$ cat src/pi1_pkg.sv
package pi1_pkg;

	// Width of one data word on the interconnect.
	localparam int PI1_DATA_W = 32;

	// Addresses count whole data words.
	localparam int PI1_ADDR_W = 30;

	// One select bit per byte lane.
	localparam int PI1_SEL_W = PI1_DATA_W / 8;

	// Operation codes driven by the master.
	// A read-write returns the old value and stores the new one.
	typedef enum logic [1:0] {
		PI1_NOOP = 2'b00,
		PI1_WROP = 2'b01,
		PI1_RDOP = 2'b10,
		PI1_RWOP = 2'b11
	} pi1_op_e;

endpackage

$ cat src/soc_map_pkg.sv
package soc_map_pkg;

	// Slots in the order of the full SoC map.
	localparam int SLOT_SDCARD     = 0;
	localparam int SLOT_DEVTBL     = SLOT_SDCARD + 1;
	localparam int SLOT_GPIO       = SLOT_DEVTBL + 1;
	localparam int SLOT_DMA        = SLOT_GPIO + 1;
	localparam int SLOT_INTCTRL    = SLOT_DMA + 1;
	localparam int SLOT_UART       = SLOT_INTCTRL + 1;
	localparam int SLOT_RAM        = SLOT_UART + 1;
	localparam int SLOT_RAMCTRL    = SLOT_RAM + 1;
	localparam int SLOT_BOOTLDR    = SLOT_RAMCTRL + 1;
	localparam int SLOT_INVALIDDEV = SLOT_BOOTLDR + 1;
	localparam int SLOT_COUNT      = SLOT_INVALIDDEV + 1;

	// Device identifiers as seen by software.
	localparam logic [15:0] DEV_ID [SLOT_COUNT] = '{
		SLOT_SDCARD: 16'd4, SLOT_DEVTBL: 16'd7, SLOT_GPIO: 16'd6,
		SLOT_DMA: 16'd2, SLOT_INTCTRL: 16'd3, SLOT_UART: 16'd5,
		SLOT_RAM: 16'd1, default: 16'd0
	};

	// Map sizes in words.
	localparam int unsigned DEV_MAPSZ [SLOT_COUNT] = '{
		SLOT_SDCARD: 'h100, SLOT_DEVTBL: 'h20, SLOT_GPIO: 'h1,
		SLOT_DMA: 'h4, SLOT_INTCTRL: 'h1, SLOT_UART: 'h1,
		SLOT_RAM: 'h2000000, SLOT_RAMCTRL: 'h4000,
		SLOT_BOOTLDR: 'h400, SLOT_INVALIDDEV: 'h400
	};

	// Devices that raise interrupts.
	localparam bit DEV_USEINTR [SLOT_COUNT] = '{
		SLOT_SDCARD: 1'b1, SLOT_GPIO: 1'b1, SLOT_DMA: 1'b1,
		SLOT_UART: 1'b1, default: 1'b0
	};

	// The device table holds two words per slot and is padded to 32 words.
	localparam int DEVTBL_BASE  = 0;
	localparam int DEVTBL_WORDS = 32;

	// Software reset register, right after the table.
	localparam int RSTCTRL_ADDR = 32;

	// Reset hold length in clock cycles.
	localparam int RST_HOLD_CYCLES = 64;
	localparam int RST_CNTR_W      = 7;

endpackage

$ cat src/pi1_slave_if.sv
`timescale 1ns/1ps

interface pi1_slave_if;
	import pi1_pkg::*;

	// Request side, driven by the router.
	pi1_op_e                 op;
	logic [PI1_ADDR_W-1:0]   addr;
	logic [PI1_DATA_W-1:0]   wdata;
	logic [PI1_SEL_W-1:0]    sel;

	// Response side, driven by the slave.
	logic [PI1_DATA_W-1:0]   rdata;
	logic                    rdy;

	modport router (
		output op,
		output addr,
		output wdata,
		output sel,
		input  rdata,
		input  rdy
	);

	modport slave (
		input  op,
		input  addr,
		input  wdata,
		input  sel,
		output rdata,
		output rdy
	);

endinterface

$ cat src/devtbl_rom.sv
`timescale 1ns/1ps

module devtbl_rom (
	input  logic       clk100mhz_i,
	pi1_slave_if.slave bus
);
	import pi1_pkg::*;
	import soc_map_pkg::*;

	logic [PI1_ADDR_W-1:0] offs;
	logic [PI1_DATA_W-1:0] tbl_word;
	logic [PI1_DATA_W-1:0] rdata_q;

	assign offs = bus.addr - PI1_ADDR_W'(DEVTBL_BASE);

	// Even words hold identifier and interrupt flag, odd words the map size.
	always_comb begin
		tbl_word = '0;
		if (offs < PI1_ADDR_W'(DEVTBL_WORDS)) begin
			for (int s = 0; s < SLOT_COUNT; s++) begin
				if (offs == PI1_ADDR_W'(2 * s)) begin
					tbl_word = {{(PI1_DATA_W - 17){1'b0}}, DEV_USEINTR[s], DEV_ID[s]};
				end else if (offs == PI1_ADDR_W'(2 * s + 1)) begin
					tbl_word = PI1_DATA_W'(DEV_MAPSZ[s]);
				end
			end
		end
	end

	// Words past the last slot stay zero.
	always_ff @(posedge clk100mhz_i) begin
		if (bus.op == PI1_RDOP || bus.op == PI1_RWOP) begin
			rdata_q <= tbl_word;
		end
	end

	assign bus.rdata = rdata_q;

	// The table never stalls.
	assign bus.rdy = 1'b1;

endmodule

$ cat src/pi1_router.sv
`timescale 1ns/1ps

module pi1_router (
	input  logic                           clk100mhz_i,
	input  logic                           rst_p,
	input  pi1_pkg::pi1_op_e               pi1_op_i,
	input  logic [pi1_pkg::PI1_ADDR_W-1:0] pi1_addr_i,
	input  logic [pi1_pkg::PI1_DATA_W-1:0] pi1_data_i,
	input  logic [pi1_pkg::PI1_SEL_W-1:0]  pi1_sel_i,
	output logic [pi1_pkg::PI1_DATA_W-1:0] pi1_data_o,
	output logic                           pi1_rdy_o,
	pi1_slave_if.router                    devtbl_bus,
	pi1_slave_if.router                    rst_bus
);
	import pi1_pkg::*;
	import soc_map_pkg::*;

	typedef enum logic [1:0] {
		TGT_DEVTBL,
		TGT_RSTCTRL,
		TGT_INVALID
	} tgt_e;

	tgt_e                  tgt;
	tgt_e                  tgt_q;
	logic [PI1_ADDR_W-1:0] tbl_offs;
	logic                  accept;
	logic                  rd_q;
	logic [PI1_DATA_W-1:0] rsp;

	// Both slaves answer in one cycle, so ready only drops in reset.
	assign pi1_rdy_o = !rst_p && devtbl_bus.rdy && rst_bus.rdy;
	assign accept    = pi1_rdy_o && (pi1_op_i != PI1_NOOP);

	// Offset wraps for addresses below the base and fails the bound.
	assign tbl_offs = pi1_addr_i - PI1_ADDR_W'(DEVTBL_BASE);

	always_comb begin
		if (tbl_offs < PI1_ADDR_W'(DEVTBL_WORDS)) begin
			tgt = TGT_DEVTBL;
		end else if (pi1_addr_i == PI1_ADDR_W'(RSTCTRL_ADDR)) begin
			tgt = TGT_RSTCTRL;
		end else begin
			// Everything else lands on the invalid device.
			tgt = TGT_INVALID;
		end
	end

	// Only the addressed slave sees the operation.
	assign devtbl_bus.op    = (accept && tgt == TGT_DEVTBL) ? pi1_op_i : PI1_NOOP;
	assign devtbl_bus.addr  = pi1_addr_i;
	assign devtbl_bus.wdata = pi1_data_i;
	assign devtbl_bus.sel   = pi1_sel_i;

	assign rst_bus.op    = (accept && tgt == TGT_RSTCTRL) ? pi1_op_i : PI1_NOOP;
	assign rst_bus.addr  = pi1_addr_i;
	assign rst_bus.wdata = pi1_data_i;
	assign rst_bus.sel   = pi1_sel_i;

	// Remember who answers the access in flight.
	always_ff @(posedge clk100mhz_i) begin
		if (rst_p) begin
			tgt_q <= TGT_INVALID;
			rd_q  <= 1'b0;
		end else begin
			tgt_q <= accept ? tgt : TGT_INVALID;
			rd_q  <= accept && (pi1_op_i == PI1_RDOP || pi1_op_i == PI1_RWOP);
		end
	end

	always_comb begin
		case (tgt_q)
			TGT_DEVTBL:  rsp = devtbl_bus.rdata;
			TGT_RSTCTRL: rsp = rst_bus.rdata;
			// invalid device reads as zero
			default:     rsp = '0;
		endcase
	end

	// Writes and idle cycles return zero.
	assign pi1_data_o = rd_q ? rsp : '0;

endmodule

$ cat src/soc_sysctrl.sv
`timescale 1ns/1ps

module soc_sysctrl (
	input  logic                           clk100mhz_i,
	input  logic                           rst_p,
	input  pi1_pkg::pi1_op_e               pi1_op_i,
	input  logic [pi1_pkg::PI1_ADDR_W-1:0] pi1_addr_i,
	input  logic [pi1_pkg::PI1_DATA_W-1:0] pi1_data_i,
	input  logic [pi1_pkg::PI1_SEL_W-1:0]  pi1_sel_i,
	output logic [pi1_pkg::PI1_DATA_W-1:0] pi1_data_o,
	output logic                           pi1_rdy_o,
	output logic                           sys_rst_o,
	output logic                           cold_rst_o,
	output logic                           pwroff_o
);
	import pi1_pkg::*;

	// One link per slave behind the router.
	pi1_slave_if devtbl_bus ();
	pi1_slave_if rst_bus ();

	pi1_router router (
		.clk100mhz_i (clk100mhz_i),
		.rst_p       (rst_p),
		.pi1_op_i    (pi1_op_i),
		.pi1_addr_i  (pi1_addr_i),
		.pi1_data_i  (pi1_data_i),
		.pi1_sel_i   (pi1_sel_i),
		.pi1_data_o  (pi1_data_o),
		.pi1_rdy_o   (pi1_rdy_o),
		.devtbl_bus  (devtbl_bus.router),
		.rst_bus     (rst_bus.router)
	);

	devtbl_rom devtbl (
		.clk100mhz_i (clk100mhz_i),
		.bus         (devtbl_bus.slave)
	);

	// The bus stays usable while sys_rst_o is high.
	sysrst_ctrl sysrst (
		.clk100mhz_i (clk100mhz_i),
		.rst_p       (rst_p),
		.bus         (rst_bus.slave),
		.sys_rst_o   (sys_rst_o),
		.cold_rst_o  (cold_rst_o),
		.pwroff_o    (pwroff_o)
	);

endmodule

$ cat src/sysrst_ctrl.sv
`timescale 1ns/1ps

module sysrst_ctrl (
	input  logic       clk100mhz_i,
	input  logic       rst_p,
	pi1_slave_if.slave bus,
	output logic       sys_rst_o,
	output logic       cold_rst_o,
	output logic       pwroff_o
);
	import pi1_pkg::*;
	import soc_map_pkg::*;

	logic                  rst0_q;
	logic                  rst1_q;
	logic                  pwroff_q;
	logic [RST_CNTR_W-1:0] cntr_q;
	logic [PI1_DATA_W-1:0] rdata_q;
	logic                  wr;
	logic                  rd;
	logic                  sw_cold;
	logic                  sw_warm;
	logic                  sw_pwroff;

	// Only byte lane 0 carries the request bits.
	assign wr = (bus.op == PI1_WROP || bus.op == PI1_RWOP) && bus.sel[0];
	assign rd = (bus.op == PI1_RDOP || bus.op == PI1_RWOP);

	// Request decode from the two register bits.
	assign sw_cold   = rst0_q && rst1_q;
	assign sw_warm   = !rst0_q && rst1_q;
	assign sw_pwroff = rst0_q && !rst1_q;

	// Request bits live for a single cycle.
	always_ff @(posedge clk100mhz_i) begin
		if (rst_p) begin
			rst0_q <= 1'b0;
			rst1_q <= 1'b0;
		end else if (wr) begin
			rst0_q <= bus.wdata[0];
			rst1_q <= bus.wdata[1];
		end else begin
			rst0_q <= 1'b0;
			rst1_q <= 1'b0;
		end
	end

	// Power-off sticks until the external reset.
	always_ff @(posedge clk100mhz_i) begin
		if (rst_p) begin
			pwroff_q <= 1'b0;
		end else if (sw_pwroff) begin
			pwroff_q <= 1'b1;
		end
	end

	// Hold counter reloads on any reset source, then counts to zero.
	always_ff @(posedge clk100mhz_i) begin
		if (rst_p || sw_cold || sw_warm) begin
			cntr_q <= RST_CNTR_W'(RST_HOLD_CYCLES);
		end else if (cntr_q != '0) begin
			cntr_q <= cntr_q - 1'b1;
		end
	end

	// Sampled before the write lands, so read-write sees the old value.
	always_ff @(posedge clk100mhz_i) begin
		if (rd) begin
			rdata_q <= {{(PI1_DATA_W - 3){1'b0}}, pwroff_q, rst1_q, rst0_q};
		end
	end

	assign bus.rdata = rdata_q;
	assign bus.rdy   = 1'b1;

	assign cold_rst_o = sw_cold;
	assign pwroff_o   = pwroff_q;
	assign sys_rst_o  = (cntr_q != '0) || pwroff_q;

endmodule

$ cat config.mk
export PLATFORM = sky130hd
export DESIGN_NAME = soc_sysctrl
export DESIGN_NICKNAME = d
export VERILOG_FILES = /design/src/pi1_pkg.sv /design/src/soc_map_pkg.sv /design/src/pi1_slave_if.sv /design/src/devtbl_rom.sv /design/src/pi1_router.sv /design/src/soc_sysctrl.sv /design/src/sysrst_ctrl.sv
export SDC_FILE = /design/constraint.sdc
export NUM_CORES = 1
export LEC_CHECK = 0
export BUFFER_PORTS_ARGS = -buffer_cell sky130_fd_sc_hd__buf_2
export CORE_MARGIN = 8
export CORE_UTILIZATION = 44
export DETAILED_ROUTE_END_ITERATION = 10
export PLACE_DENSITY = 0.95
export SYNTH_ARGS = -nofsm -noshare
export SYNTH_HDL_FRONTEND = slang
export SYNTH_SLANG_ARGS = --single-unit
$ cat constraint.sdc
create_clock -name clk100mhz_i -period 4.4 [get_ports clk100mhz_i]
set_input_delay 0.44 -clock clk100mhz_i [delete_from_list [all_inputs] [get_ports clk100mhz_i]]
set_output_delay 0.44 -clock clk100mhz_i [all_outputs]
set_load 0.02 [all_outputs]
==> PnR_summary.wiki, run 1 <==
{| class="wikitable"
! Metric !! Value
|-
| First DRT Iteration DRCs || 18
|-
| Number of maximum-capacitance constraint violations || 0
|-
| Mean area per synthesized cell || between 9 and 10 sq um
|-
| Worst setup margin || approximately 1.9 ns
|-
| Max Clock Freq || 0.4013 GHz
|-
| Fin Setup TNS || 0 ns
|-
| Initial Utilization || 0.4478
|-
| Slew at the pin with the worst max-slew slack || approximately 0.60 ns
|-
| Setup violation total in the final timing report || 0
|-
| Pin count of the biggest net entering global routing || 16
|-
| Total clock buffers created by CTS || 3
|-
| Detail Route Antenna Nets || 0
|-
| Number of nets in the finished design || between 200 and 300
|-
| Placement-stage worst setup slack || approximately 2.1 ns
|-
| Leakage power || 0.7017 nW
|-
| Worst hold-check path type || in2reg
|-
| Layout area overhead || 15.18%
|-
| Die outline height || roughly 74 microns
|-
| Post-route DRC || 0
|-
| CTS tree || built
|-
| First-pass iteration count of the detailed router || 4
|-
| Clock root cell || sky130_fd_sc_hd__clkbuf_4
|-
| First-pass GRT wire length || approximately 4.7 mm
|-
| Depth of the worst register-to-register path || 5
|-
| CP max-delay cell || sky130_fd_sc_hd__and3_1
|-
| Cell types occupying the most area after synthesis || sky130_fd_sc_hd__edfxtp_1 (25%), sky130_fd_sc_hd__dfxtp_1 (18%), sky130_fd_sc_hd__buf_4 (12%)
|-
| IO Port Bufs || around 50
|-
| Standard-cell row count || 21
|-
| Count of cells resized by post-cts repair || 0
|-
| Non-filler instance count after layout || 248
|-
| Most used cells in the layout excluding fill and tap cells || sky130_fd_sc_hd__buf_2 (49), sky130_fd_sc_hd__conb_1 (23), sky130_fd_sc_hd__dfxtp_1 (13)
|-
| Netlist area before placement || approximately 1500 sq um
|-
| Number of warnings issued by yosys || 0
|-
| Area leader, netlist || sky130_fd_sc_hd__edfxtp_1
|-
| Most common library cell in the layout ignoring fill and taps || sky130_fd_sc_hd__buf_2
|-
| Cell type group with the largest total delay on the critical path || simple AND/OR/NAND/NOR gates
|-
| Vias in the first global route || 1,181
|-
| Area of the core region || roughly 3300 sq um
|-
| Antenna violations before repair || 0
|-
| Main synth FF type || sky130_fd_sc_hd__dfxtp_1
|-
| Post-CTS Hold Fix Bufs || 0
|-
| Result of the run || finished, final reports clean
|-
| Fraction of the cycle the final worst path needs || 0.5664
|-
| Total instance count after detailed placement || 244
|-
| Crit path depth || 6
|-
| I/O pin count || between 100 and 150
|-
| Area share of the largest cell type after synthesis || 0.2470
|-
| Maximum VDD drop || approximately 0.25 mV
|-
| Routability congestion estimate || roughly 0.8
|-
| GRT Overall Usage || 0.1076
|-
| Element type at the critical path start || flop
|-
| FFs w/ async S/R, synth || 0
|-
| Clock transition time at the flip-flop clock pins of the worst setup and hold paths || ~0.13 ns
|-
| Critical Path, Cell by Cell || inv_1, ha_1, nor3b_1, and3_1, nand2b_1, buf_2
|-
| Buffers and inverters on the worst path || 2
|-
| Total half-perimeter wirelength after legalization and detailed placement || ~2.5 mm
|-
| Pwr Density || 342.0 nW/um^2
|-
| Data required, critical path || 3.96 ns
|-
| Overflow left after global routing || 0
|-
| Die ar. || between 5000 and 6000 sq um
|-
| Count of cell types in the netlist || 40
|-
| Final number of max-transition violations || 0
|-
| Final clock skew || 0.0006345 ns
|-
| Share of post-route cells with drive strength above 1 || 0.2921
|-
| Arrival time of data at the critical path endpoint || between 2 and 2.5 ns
|-
| Final antenna diode count || 0
|-
| Worst skew pair latency || 0.31 ns
|-
| Die extent in x || roughly 74 microns
|-
| Average vias per placed instance || about 4.7
|-
| Layout filler cell count || a little over 300
|-
| # Post-CTS Setup Buffers || 0
|-
| Worst rel slew slack || 0.6011
|-
| Sequential-to-total area share from yosys stat || 0.4254
|-
| Hold Fails Final Rpt || 0
|-
| Largest fanout on the critical path || 7
|-
| Tightest hold margin || 0.3710 ns
|-
| Setup repair after global routing missed its margin || false
|-
| Depth of the worst hold-timing path || 3
|-
| Bufs on Longest Clock Path || 2
|-
| CTS H-Tree Depth || 1
|-
| Tmin final || roughly 2.5 ns
|-
| Number of instances in the synthesized netlist || between 150 and 200
|-
| Number of sinks on the clock net || 25
|-
| Total wire length after detailed routing || around 3.0 mm
|-
| Post-synth EDFFs || 12
|-
| Post-synthesis sequential element count || 25
|-
| Average routed wire per standard cell || ~12 microns
|-
| Crit path largest cell delay || 0.45 ns
|-
| Overall via count from detail_route || between 1,000 and 1,500
|-
| Crit Path Category || reg2out
|-
| Worst Setup End Kind || output port
|}
-- cells in the mapped netlist, types with 3 or more instances --
cell / count
sky130_fd_sc_hd__buf_4: 23
sky130_fd_sc_hd__nor4_1: 12
sky130_fd_sc_hd__xnor2_1: 3
sky130_fd_sc_hd__nand2b_1: 5
sky130_fd_sc_hd__inv_1: 7
sky130_fd_sc_hd__nand3_1: 4
sky130_fd_sc_hd__nand4_1: 3
sky130_fd_sc_hd__mux2i_1: 4
sky130_fd_sc_hd__dfxtp_1: 13
sky130_fd_sc_hd__edfxtp_1: 12
sky130_fd_sc_hd__clkbuf_1: 6
sky130_fd_sc_hd__nor2_1: 9
sky130_fd_sc_hd__nor3_1: 10
sky130_fd_sc_hd__and2_1: 7
sky130_fd_sc_hd__nand2_1: 8
-- routing by layer --
layer | GRT usage | wire length [microns]
met5 | 0 | 0
met4 | 0.03991 | 25
met3 | 0.03274 | 296
met2 | 0.1762 | 1299
met1 | 0.1281 | 1355
-- worst paths after layout --
path,startpoint,end,slack [ns]
hold / removal,pi1_sel_i[0],sysrst.rst1_q$_SDFF_PP0_,0.37
setup reg to reg,sysrst.cntr_q[0]$_SDFFE_PP0P_,sysrst.cntr_q[1]$_SDFFE_PP0P_,2.64
setup / recovery,sysrst.cntr_q[0]$_SDFFE_PP0P_,sys_rst_o,1.91
hold reg to reg,sysrst.cntr_q[0]$_SDFFE_PP0P_,sysrst.cntr_q[0]$_SDFFE_PP0P_,0.50
-- layout make-up --
class | count | area [sq um] | area share
Clock buffer | 3 | 22.52 | 0.01340
Tap cell | 46 | 57.56 | 0.03425
Clock inverter | 1 | 6.256 | 0.003723
Timing Repair Buffer | 50 | 252.7 | 0.1504
Multi-Input combinational cell | 116 | 694.4 | 0.4133
Inverter | 7 | 26.28 | 0.01564
Sequential cell | 25 | 620.6 | 0.3693
-- tightest hold or removal path: cells and delay by family --
kind	cells	cell delay (ns)
buf+inv	1	0.10
simple gates	2	0.11
-- flip-flops by register name, summed over array words and instances (netlist names) --
register,count
router.tgt_q,2
sysrst.cntr_q,7
sysrst.bus.rdata,3
devtbl.bus.rdata,9
sysrst.pwroff_o,1
router.rd_q,1
sysrst.rst1_q,1
sysrst.rst0_q,1
-- per-stage QoR --
step	power [mW]	instance area, sq um	utilization
floorplan	0.4569	1541	-
global placement	0.4720	1652	0.5069
detailed placement	0.4777	1652	0.5069
CTS	0.5764	1680	0.5157
global route	0.6111	1680	0.5157
finish	0.5747	1680	0.5157
-- logic make-up (layout without fill, tap and decap cells) --
| logic type | count (synthesis) | count (layout) | synth area share |
|---|---|---|---|
| AOI/OAI and AO/OA | 14 | 14 | 0.08491 |
| xor gates and xnor gates | 4 | 4 | 0.02402 |
| adders and majority gates | 1 | 1 | 0.008575 |
| buffers and inverters | 37 | 61 | 0.1552 |
| DFF | 25 | 25 | 0.4254 |
| muxes | 4 | 4 | 0.02745 |
| other | 1 | 23 | 0.002570 |
| and+or+nand+nor | 70 | 70 | 0.2719 |
-- where the power goes --
| group | leakage, nW | internal [mW] | total (mW) | switching, mW |
|---|---|---|---|---|
| Sequential | 0.201 | 0.270 | 0.292 | 0.0222 |
| Combinational | 0.482 | 0.0866 | 0.183 | 0.0967 |
| Clock | 0.0183 | 0.0352 | 0.0991 | 0.0639 |
| Total | 0.702 | 0.392 | 0.575 | 0.183 |
Note: power is estimated with default switching activity, not from simulation.
==> run 2, diff against run 1 <==
Settings changed: CORE_UTILIZATION 44 to 40, PLACE_DENSITY 0.95 to 0.89.
Clock period 4.4 ns to 2.4 ns, I/O delays scaled along.
==> PnR_summary.wiki, run 2 (synthesized netlist as in run 1, its figures left out) <==
{| class="wikitable"
! Metric !! Value
|-
| Overall via count from detail_route || between 1,000 and 1,500
|-
| Number of sinks on the clock net || 25
|-
| Most common library cell in the layout ignoring fill and taps || sky130_fd_sc_hd__buf_2
|-
| Vias in the first global route || 1,267
|-
| GRT Overall Usage || 0.1044
|-
| Max Clock Freq || about 0.47 GHz
|-
| Arrival time of data at the critical path endpoint || approximately 1.9 ns
|-
| Most used cells in the layout excluding fill and tap cells || sky130_fd_sc_hd__buf_2 (49), sky130_fd_sc_hd__conb_1 (23), sky130_fd_sc_hd__dfxtp_1 (13)
|-
| Total half-perimeter wirelength after legalization and detailed placement || 2.649 mm
|-
| Critical Path, Cell by Cell || inv_1, ha_1, nor3b_1, buf_4, and3_1, nand2b_1, buf_2
|-
| Reg-to-reg setup timing slack || about 0.6 ns
|-
| Fraction of the cycle the final worst path needs || 0.8869
|-
| Die extent in x || around 76 microns
|-
| Cell area after placement || approximately 1700 sq um
|-
| Pwr Total || about 1.1 mW
|-
| Number of flip-flops in the largest register || 9
|-
| Worst skew pair latency || 0.32 ns
|-
| Capturing point of the worst reg2reg path || sysrst.cntr_q[1]$_SDFFE_PP0P_
|-
| Area of all sequential standard cells || ~620 sq um
|-
| Setup violation total in the final timing report || 0
|-
| Post-CTS Hold Fix Bufs || 0
|-
| Final design utilization || 0.4745
|-
| Routability congestion estimate || 0.7784
|-
| Pwr Density || between 600 and 700 nW/um^2
|-
| Leakage power || between 0.7 and 0.8 nW
|-
| Initial Utilization || 0.4077
|-
| Layout filler cell count || between 300 and 400
|-
| Maximum VDD drop || between 0.2 and 0.25 mV
|-
| Depth of the worst register-to-register path || 6
|-
| Final number of max-transition violations || 0
|-
| Total instance count after detailed placement || between 200 and 250
|-
| Number of maximum-capacitance constraint violations || 0
|-
| First-pass iteration count of the detailed router || 4
|-
| Die ar. || roughly 5800 sq um
|-
| Post-route cell area || approximately 1700 sq um
|-
| Buffers and inverters on the worst path || 3
|-
| Reg-to-reg critical path startpoint || sysrst.cntr_q[0]$_SDFFE_PP0P_
|-
| Worst rel slew slack || 0.6681
|-
| I/O pin count || ~110
|-
| IO Port Bufs || slightly below 50
|-
| Data required, critical path || 2.16 ns
|-
| Share of post-route cells with drive strength above 1 || 0.2990
|-
| Crit path largest cell delay || around 0.36 ns
|-
| Total clock buffers created by CTS || 3
|-
| Standard-cell row count || 22
|-
| Final clock skew || about 0.0018 ns
|-
| Fin Setup TNS || 0 ns
|-
| CP max-delay cell || sky130_fd_sc_hd__and3_1
|-
| Tmin final || approximately 2.1 ns
|-
| Depth of the worst hold-timing path || 3
|-
| Hold Fails Final Rpt || 0
|-
| # Post-CTS Setup Buffers || 0
|-
| Largest fanout on the critical path || 7
|-
| Endpoint, Worst Hold || router.rd_q$_SDFF_PP0_
|-
| Worst Setup End Kind || output port
|-
| Non-filler instance count after layout || 252
|-
| Result of the run || finished, final reports clean
|-
| Setup repair after global routing missed its margin || false
|-
| Pin count of the biggest net entering global routing || 16
|-
| Hold path startpoint || pi1_op_i[1]
|-
| Placement-stage worst setup slack || about 0.57 ns
|-
| Bufs on Longest Clock Path || 2
|-
| Average vias per placed instance || 4.762
|-
| First DRT Iteration DRCs || 30
|-
| Die outline height || between 70 and 80 microns
|-
| Count of cells resized by post-cts repair || 0
|-
| Clock transition time at the flip-flop clock pins of the worst setup and hold paths || around 0.14 ns
|-
| Overflow left after global routing || 0
|-
| Crit Path Category || reg2out
|-
| Element type at the critical path start || flop
|-
| Antenna violations before repair || 0
|-
| Area of the core region || between 3000 and 4000 sq um
|-
| Clock root cell || sky130_fd_sc_hd__clkbuf_4
|-
| Final antenna diode count || 0
|-
| CTS tree || built
|-
| Layout area overhead || 16.38%
|-
| Post-route DRC || 0
|-
| Cell type group with the largest total delay on the critical path || simple AND/OR/NAND/NOR gates
|-
| Average routed wire per standard cell || about 12 microns
|-
| Detail Route Antenna Nets || 0
|-
| Worst hold-check path type || in2reg
|-
| Worst setup margin || ~0.27 ns
|-
| Tightest hold margin || 0.1510 ns
|-
| Footprint of the multi-input gates || ~700 sq um
|-
| First-pass GRT wire length || between 5 and 6 mm
|-
| Number of nets in the finished design || 276
|-
| Total wire length after detailed routing || around 3.1 mm
|-
| Slew at the pin with the worst max-slew slack || 0.4933 ns
|-
| CTS H-Tree Depth || 1
|}
==> run 2: cell count changes in the layout (fill, tap and decap cells not counted) <==
cell                    delta
sky130_fd_sc_hd__buf_4     +2
==> run 2: how the worst max path moves through the flow <==
stage	from	to	slack (ns)	cells past startpoint
2_1_floorplan	pi1_addr_i[21]	devtbl.bus.rdata[0]$_SDFFCE_PP0P_	0.21	3
3_3_place_gp	pi1_addr_i[21]	sysrst.bus.rdata[2]$_DFFE_PP_	0.60	4
3_5_place_dp	pi1_addr_i[21]	sysrst.bus.rdata[2]$_DFFE_PP_	0.57	4
4_1_cts	sysrst.cntr_q[0]$_SDFFE_PP0P_	sys_rst_o	0.25	7
5_1_grt	sysrst.cntr_q[0]$_SDFFE_PP0P_	sys_rst_o	0.09	7
6_report	sysrst.cntr_q[0]$_SDFFE_PP0P_	sys_rst_o	0.27	7
==> run 2: metal layers <==
layer / GRT usage / share of wire
met2: 0.1748 / 0.45
met4: 0.06154 / 0.023
met5: 0 / 0
met3: 0.03656 / 0.087
met1: 0.1109 / 0.44
==> run 2: worst reg2reg max path, cell delays in order (launching register included) <==
cell and delay, ns:
sky130_fd_sc_hd__dfxtp_1 0.39, sky130_fd_sc_hd__inv_1 0.07, sky130_fd_sc_hd__ha_1 0.21, sky130_fd_sc_hd__nor3b_1 0.14, sky130_fd_sc_hd__buf_4 0.14, sky130_fd_sc_hd__and3_1 0.27
sky130_fd_sc_hd__a2111oi_0 0.46
==> run 2: cell type report <==
type,instances,share of cell area
timing repair buffer,52,0.1577
tap,48,0.03537
inverter,7,0.01548
clock buffer,3,0.01326
sequential,25,0.3655
clock inverter,1,0.003685
multi-input combinational,116,0.4090
==> run 2: power breakdown <==
| part | internal (mW) | switching [mW] | total [mW] |
|---|---|---|---|
| clock | 0.0647 | 0.119 | 0.184 |
| combinational | 0.171 | 0.183 | 0.353 |
| sequential | 0.495 | 0.0394 | 0.535 |
| total | 0.731 | 0.341 | 1.07 |
==> run 3, diff against run 2 <==
Settings changed: CORE_UTILIZATION 40 to 45, PLACE_DENSITY 0.89 to 0.82, SYNTH_HIERARCHICAL set to 1.
==> PnR_summary.wiki, run 3 <==
{| class="wikitable"
! Metric !! Value
|-
| Element type at the critical path start || flop
|-
| Final number of max-transition violations || 0
|-
| Number of instances in the synthesized netlist || between 200 and 300
|-
| Total half-perimeter wirelength after legalization and detailed placement || 3.648 mm
|-
| Number of maximum-capacitance constraint violations || 0
|-
| Most used cells in the layout excluding fill and tap cells || sky130_fd_sc_hd__conb_1 (54), sky130_fd_sc_hd__buf_2 (49), sky130_fd_sc_hd__nor2_1 (37)
|-
| Pin count of the biggest net entering global routing || 20
|-
| First-pass iteration count of the detailed router || 6
|-
| Routed wire length on met3 || 320 microns
|-
| Hold Fails Final Rpt || 0
|-
| Share of post-route cells with drive strength above 1 || 0.2578
|-
| Leakage power || slightly above 0.9 nW
|-
| Number of flip-flops in the largest register || 9
|-
| Standard-cell row count || 27
|-
| Final antenna diode count || 0
|-
| Worst setup margin || 0.3415 ns
|-
| Initial Utilization || 0.4556
|-
| Routability congestion estimate || 0.7387
|-
| Layout filler cell count || ~520
|-
| Netlist area before placement || about 2500 sq um
|-
| Worst rel slew slack || 0.5679
|-
| Average routed wire per standard cell || 11.88 microns
|-
| Total clock buffers created by CTS || 3
|-
| Worst hold-check path type || in2reg
|-
| Placement-stage worst setup slack || between 0.2 and 0.3 ns
|-
| IO Port Bufs || ~50
|-
| Max Clock Freq || 0.4858 GHz
|-
| Mean area per synthesized cell || about 8.7 sq um
|-
| Fraction of the cycle the final worst path needs || 0.8577
|-
| Result of the run || finished, final reports clean
|-
| Average vias per placed instance || approximately 4.5
|-
| CTS tree || built
|-
| Maximum VDD drop || ~0.29 mV
|-
| Crit Path Category || reg2out
|-
| Area of all sequential standard cells || around 620 sq um
|-
| Vias in the first global route || 1,686
|-
| Most common library cell in the layout ignoring fill and taps || sky130_fd_sc_hd__conb_1
|-
| Bufs on Longest Clock Path || 2
|-
| Post-CTS Hold Fix Bufs || 0
|-
| CTS H-Tree Depth || 1
|-
| Slew at the pin with the worst max-slew slack || about 0.64 ns
|-
| Area of the core region || 5405 sq um
|-
| Setup violation total in the final timing report || 0
|-
| Antenna violations before repair || 0
|-
| Highest Signal Layer || met4
|-
| Clock root cell || sky130_fd_sc_hd__clkbuf_8
|-
| Clock transition time at the flip-flop clock pins of the worst setup and hold paths || 0.09 ns
|-
| Footprint of the multi-input gates || around 1300 sq um
|-
| Die outline height || 89.97 microns
|-
| GRT Overall Usage || 0.1058
|-
| Count of cells resized by post-cts repair || 0
|-
| # Post-CTS Setup Buffers || 0
|-
| Setup repair after global routing missed its margin || false
|-
| Met1 Routed Length || approximately 1.9 mm
|-
| Post-route DRC || 0
|-
| Overflow left after global routing || 0
|-
| First-pass GRT wire length || around 7.4 mm
|-
| Fin Setup TNS || 0 ns
|-
| First DRT Iteration DRCs || 27
|-
| Die extent in x || 89.97 microns
|-
| Number of warnings issued by yosys || 6
|-
| Data required, critical path || around 2.2 ns
|-
| I/O pin count || roughly 110
|-
| Number of sinks on the clock net || 25
|-
| Pwr Density || between 400 and 500 nW/um^2
|-
| Layout area overhead || -5.234%
|-
| Worst skew pair latency || 0.27 ns
|-
| WL met2 || about 2 mm
|-
| Largest fanout on the critical path || 7
|-
| Die ar. || around 8100 sq um
|-
| Number of nets in the finished design || 360
|-
| Overall via count from detail_route || ~1,600
|-
| Final clock skew || 0.001507 ns
|-
| Detail Route Antenna Nets || 0
|-
| Arrival time of data at the critical path endpoint || ~1.8 ns
|-
| Tmin final || around 2 ns
|-
| Total wire length after detailed routing || between 4 and 5 mm
|-
| Worst Setup End Kind || output port
|}
## run 3: cell types whose count changed in the layout (fill, tap and decap cells not counted), moves of 3 or more
cell                       before  now
sky130_fd_sc_hd__nor2_1         9   37
sky130_fd_sc_hd__nor4_2         0    7
sky130_fd_sc_hd__mux2i_1        4   32
sky130_fd_sc_hd__clkbuf_8       0    3
sky130_fd_sc_hd__nor4_1        12    8
sky130_fd_sc_hd__and2_1         7    2
sky130_fd_sc_hd__clkbuf_4       3    0
sky130_fd_sc_hd__nand4_1        3    0
sky130_fd_sc_hd__conb_1        23   54
sky130_fd_sc_hd__nand2_1        8    3
## run 3: worst max-delay path: stages, from the launching register on
cell                      delay, ns
sky130_fd_sc_hd__dfxtp_1       0.36
sky130_fd_sc_hd__or4_1         0.65
sky130_fd_sc_hd__or3_1         0.37
sky130_fd_sc_hd__buf_2         0.16
## run 3: metrics by stage
stage               power (mW)  hold WS (ns)  utilization  instance area, sq um  instances
floorplan               0.9012        0.3124            -                  2650        333
global placement        0.8638        0.4470       0.4229                  2286        355
detailed placement      0.8880        0.4549       0.4229                  2286        355
CTS                      1.130        0.1673       0.4317                  2333        359
global route             1.202        0.1926       0.4317                  2333        359
finish                   1.132        0.1649       0.4317                  2333        359
## run 3: final timing paths
path                                               startpoint                            end  slack [ns]  cells past startpoint
worst max-delay path            sysrst/cntr_q[2]$_SDFFE_PP0P_                      sys_rst_o        0.34                      3
worst min-delay path                                    rst_p   sysrst/pwroff_o$_SDFFE_PP0P_        0.16                      2
worst max register to register  sysrst/cntr_q[2]$_SDFFE_PP0P_  sysrst/cntr_q[4]$_SDFFE_PP0P_        0.82                      3
worst min register to register       sysrst/rst1_q$_SDFF_PP0_  sysrst/bus.rdata[1]$_DFFE_PP_        0.49                      0
## run 3: cell type report
cell class                      instances  share of cell area
Inverter                                6            0.009651
Clock buffer                            3             0.01769
Timing Repair Buffer                   52              0.1147
Tap cell                               72             0.03861
Multi-Input combinational cell        200              0.5501
Clock inverter                          1            0.002681
Sequential cell                        25              0.2665
## run 3: layer usage
layer	GRT usage	up-vias
li1	-	836
met1	0.1203	690
met2	0.1840	68
met3	0.03242	4
met4	0.03329	0
met5	0	-
## run 3: power by group
part | total [mW] | internal [mW] | switching, mW | leakage [nW]
clock | 0.248 | 0.118 | 0.130 | 0.0260
combinational | 0.338 | 0.158 | 0.180 | 0.696
sequential | 0.546 | 0.494 | 0.0518 | 0.202
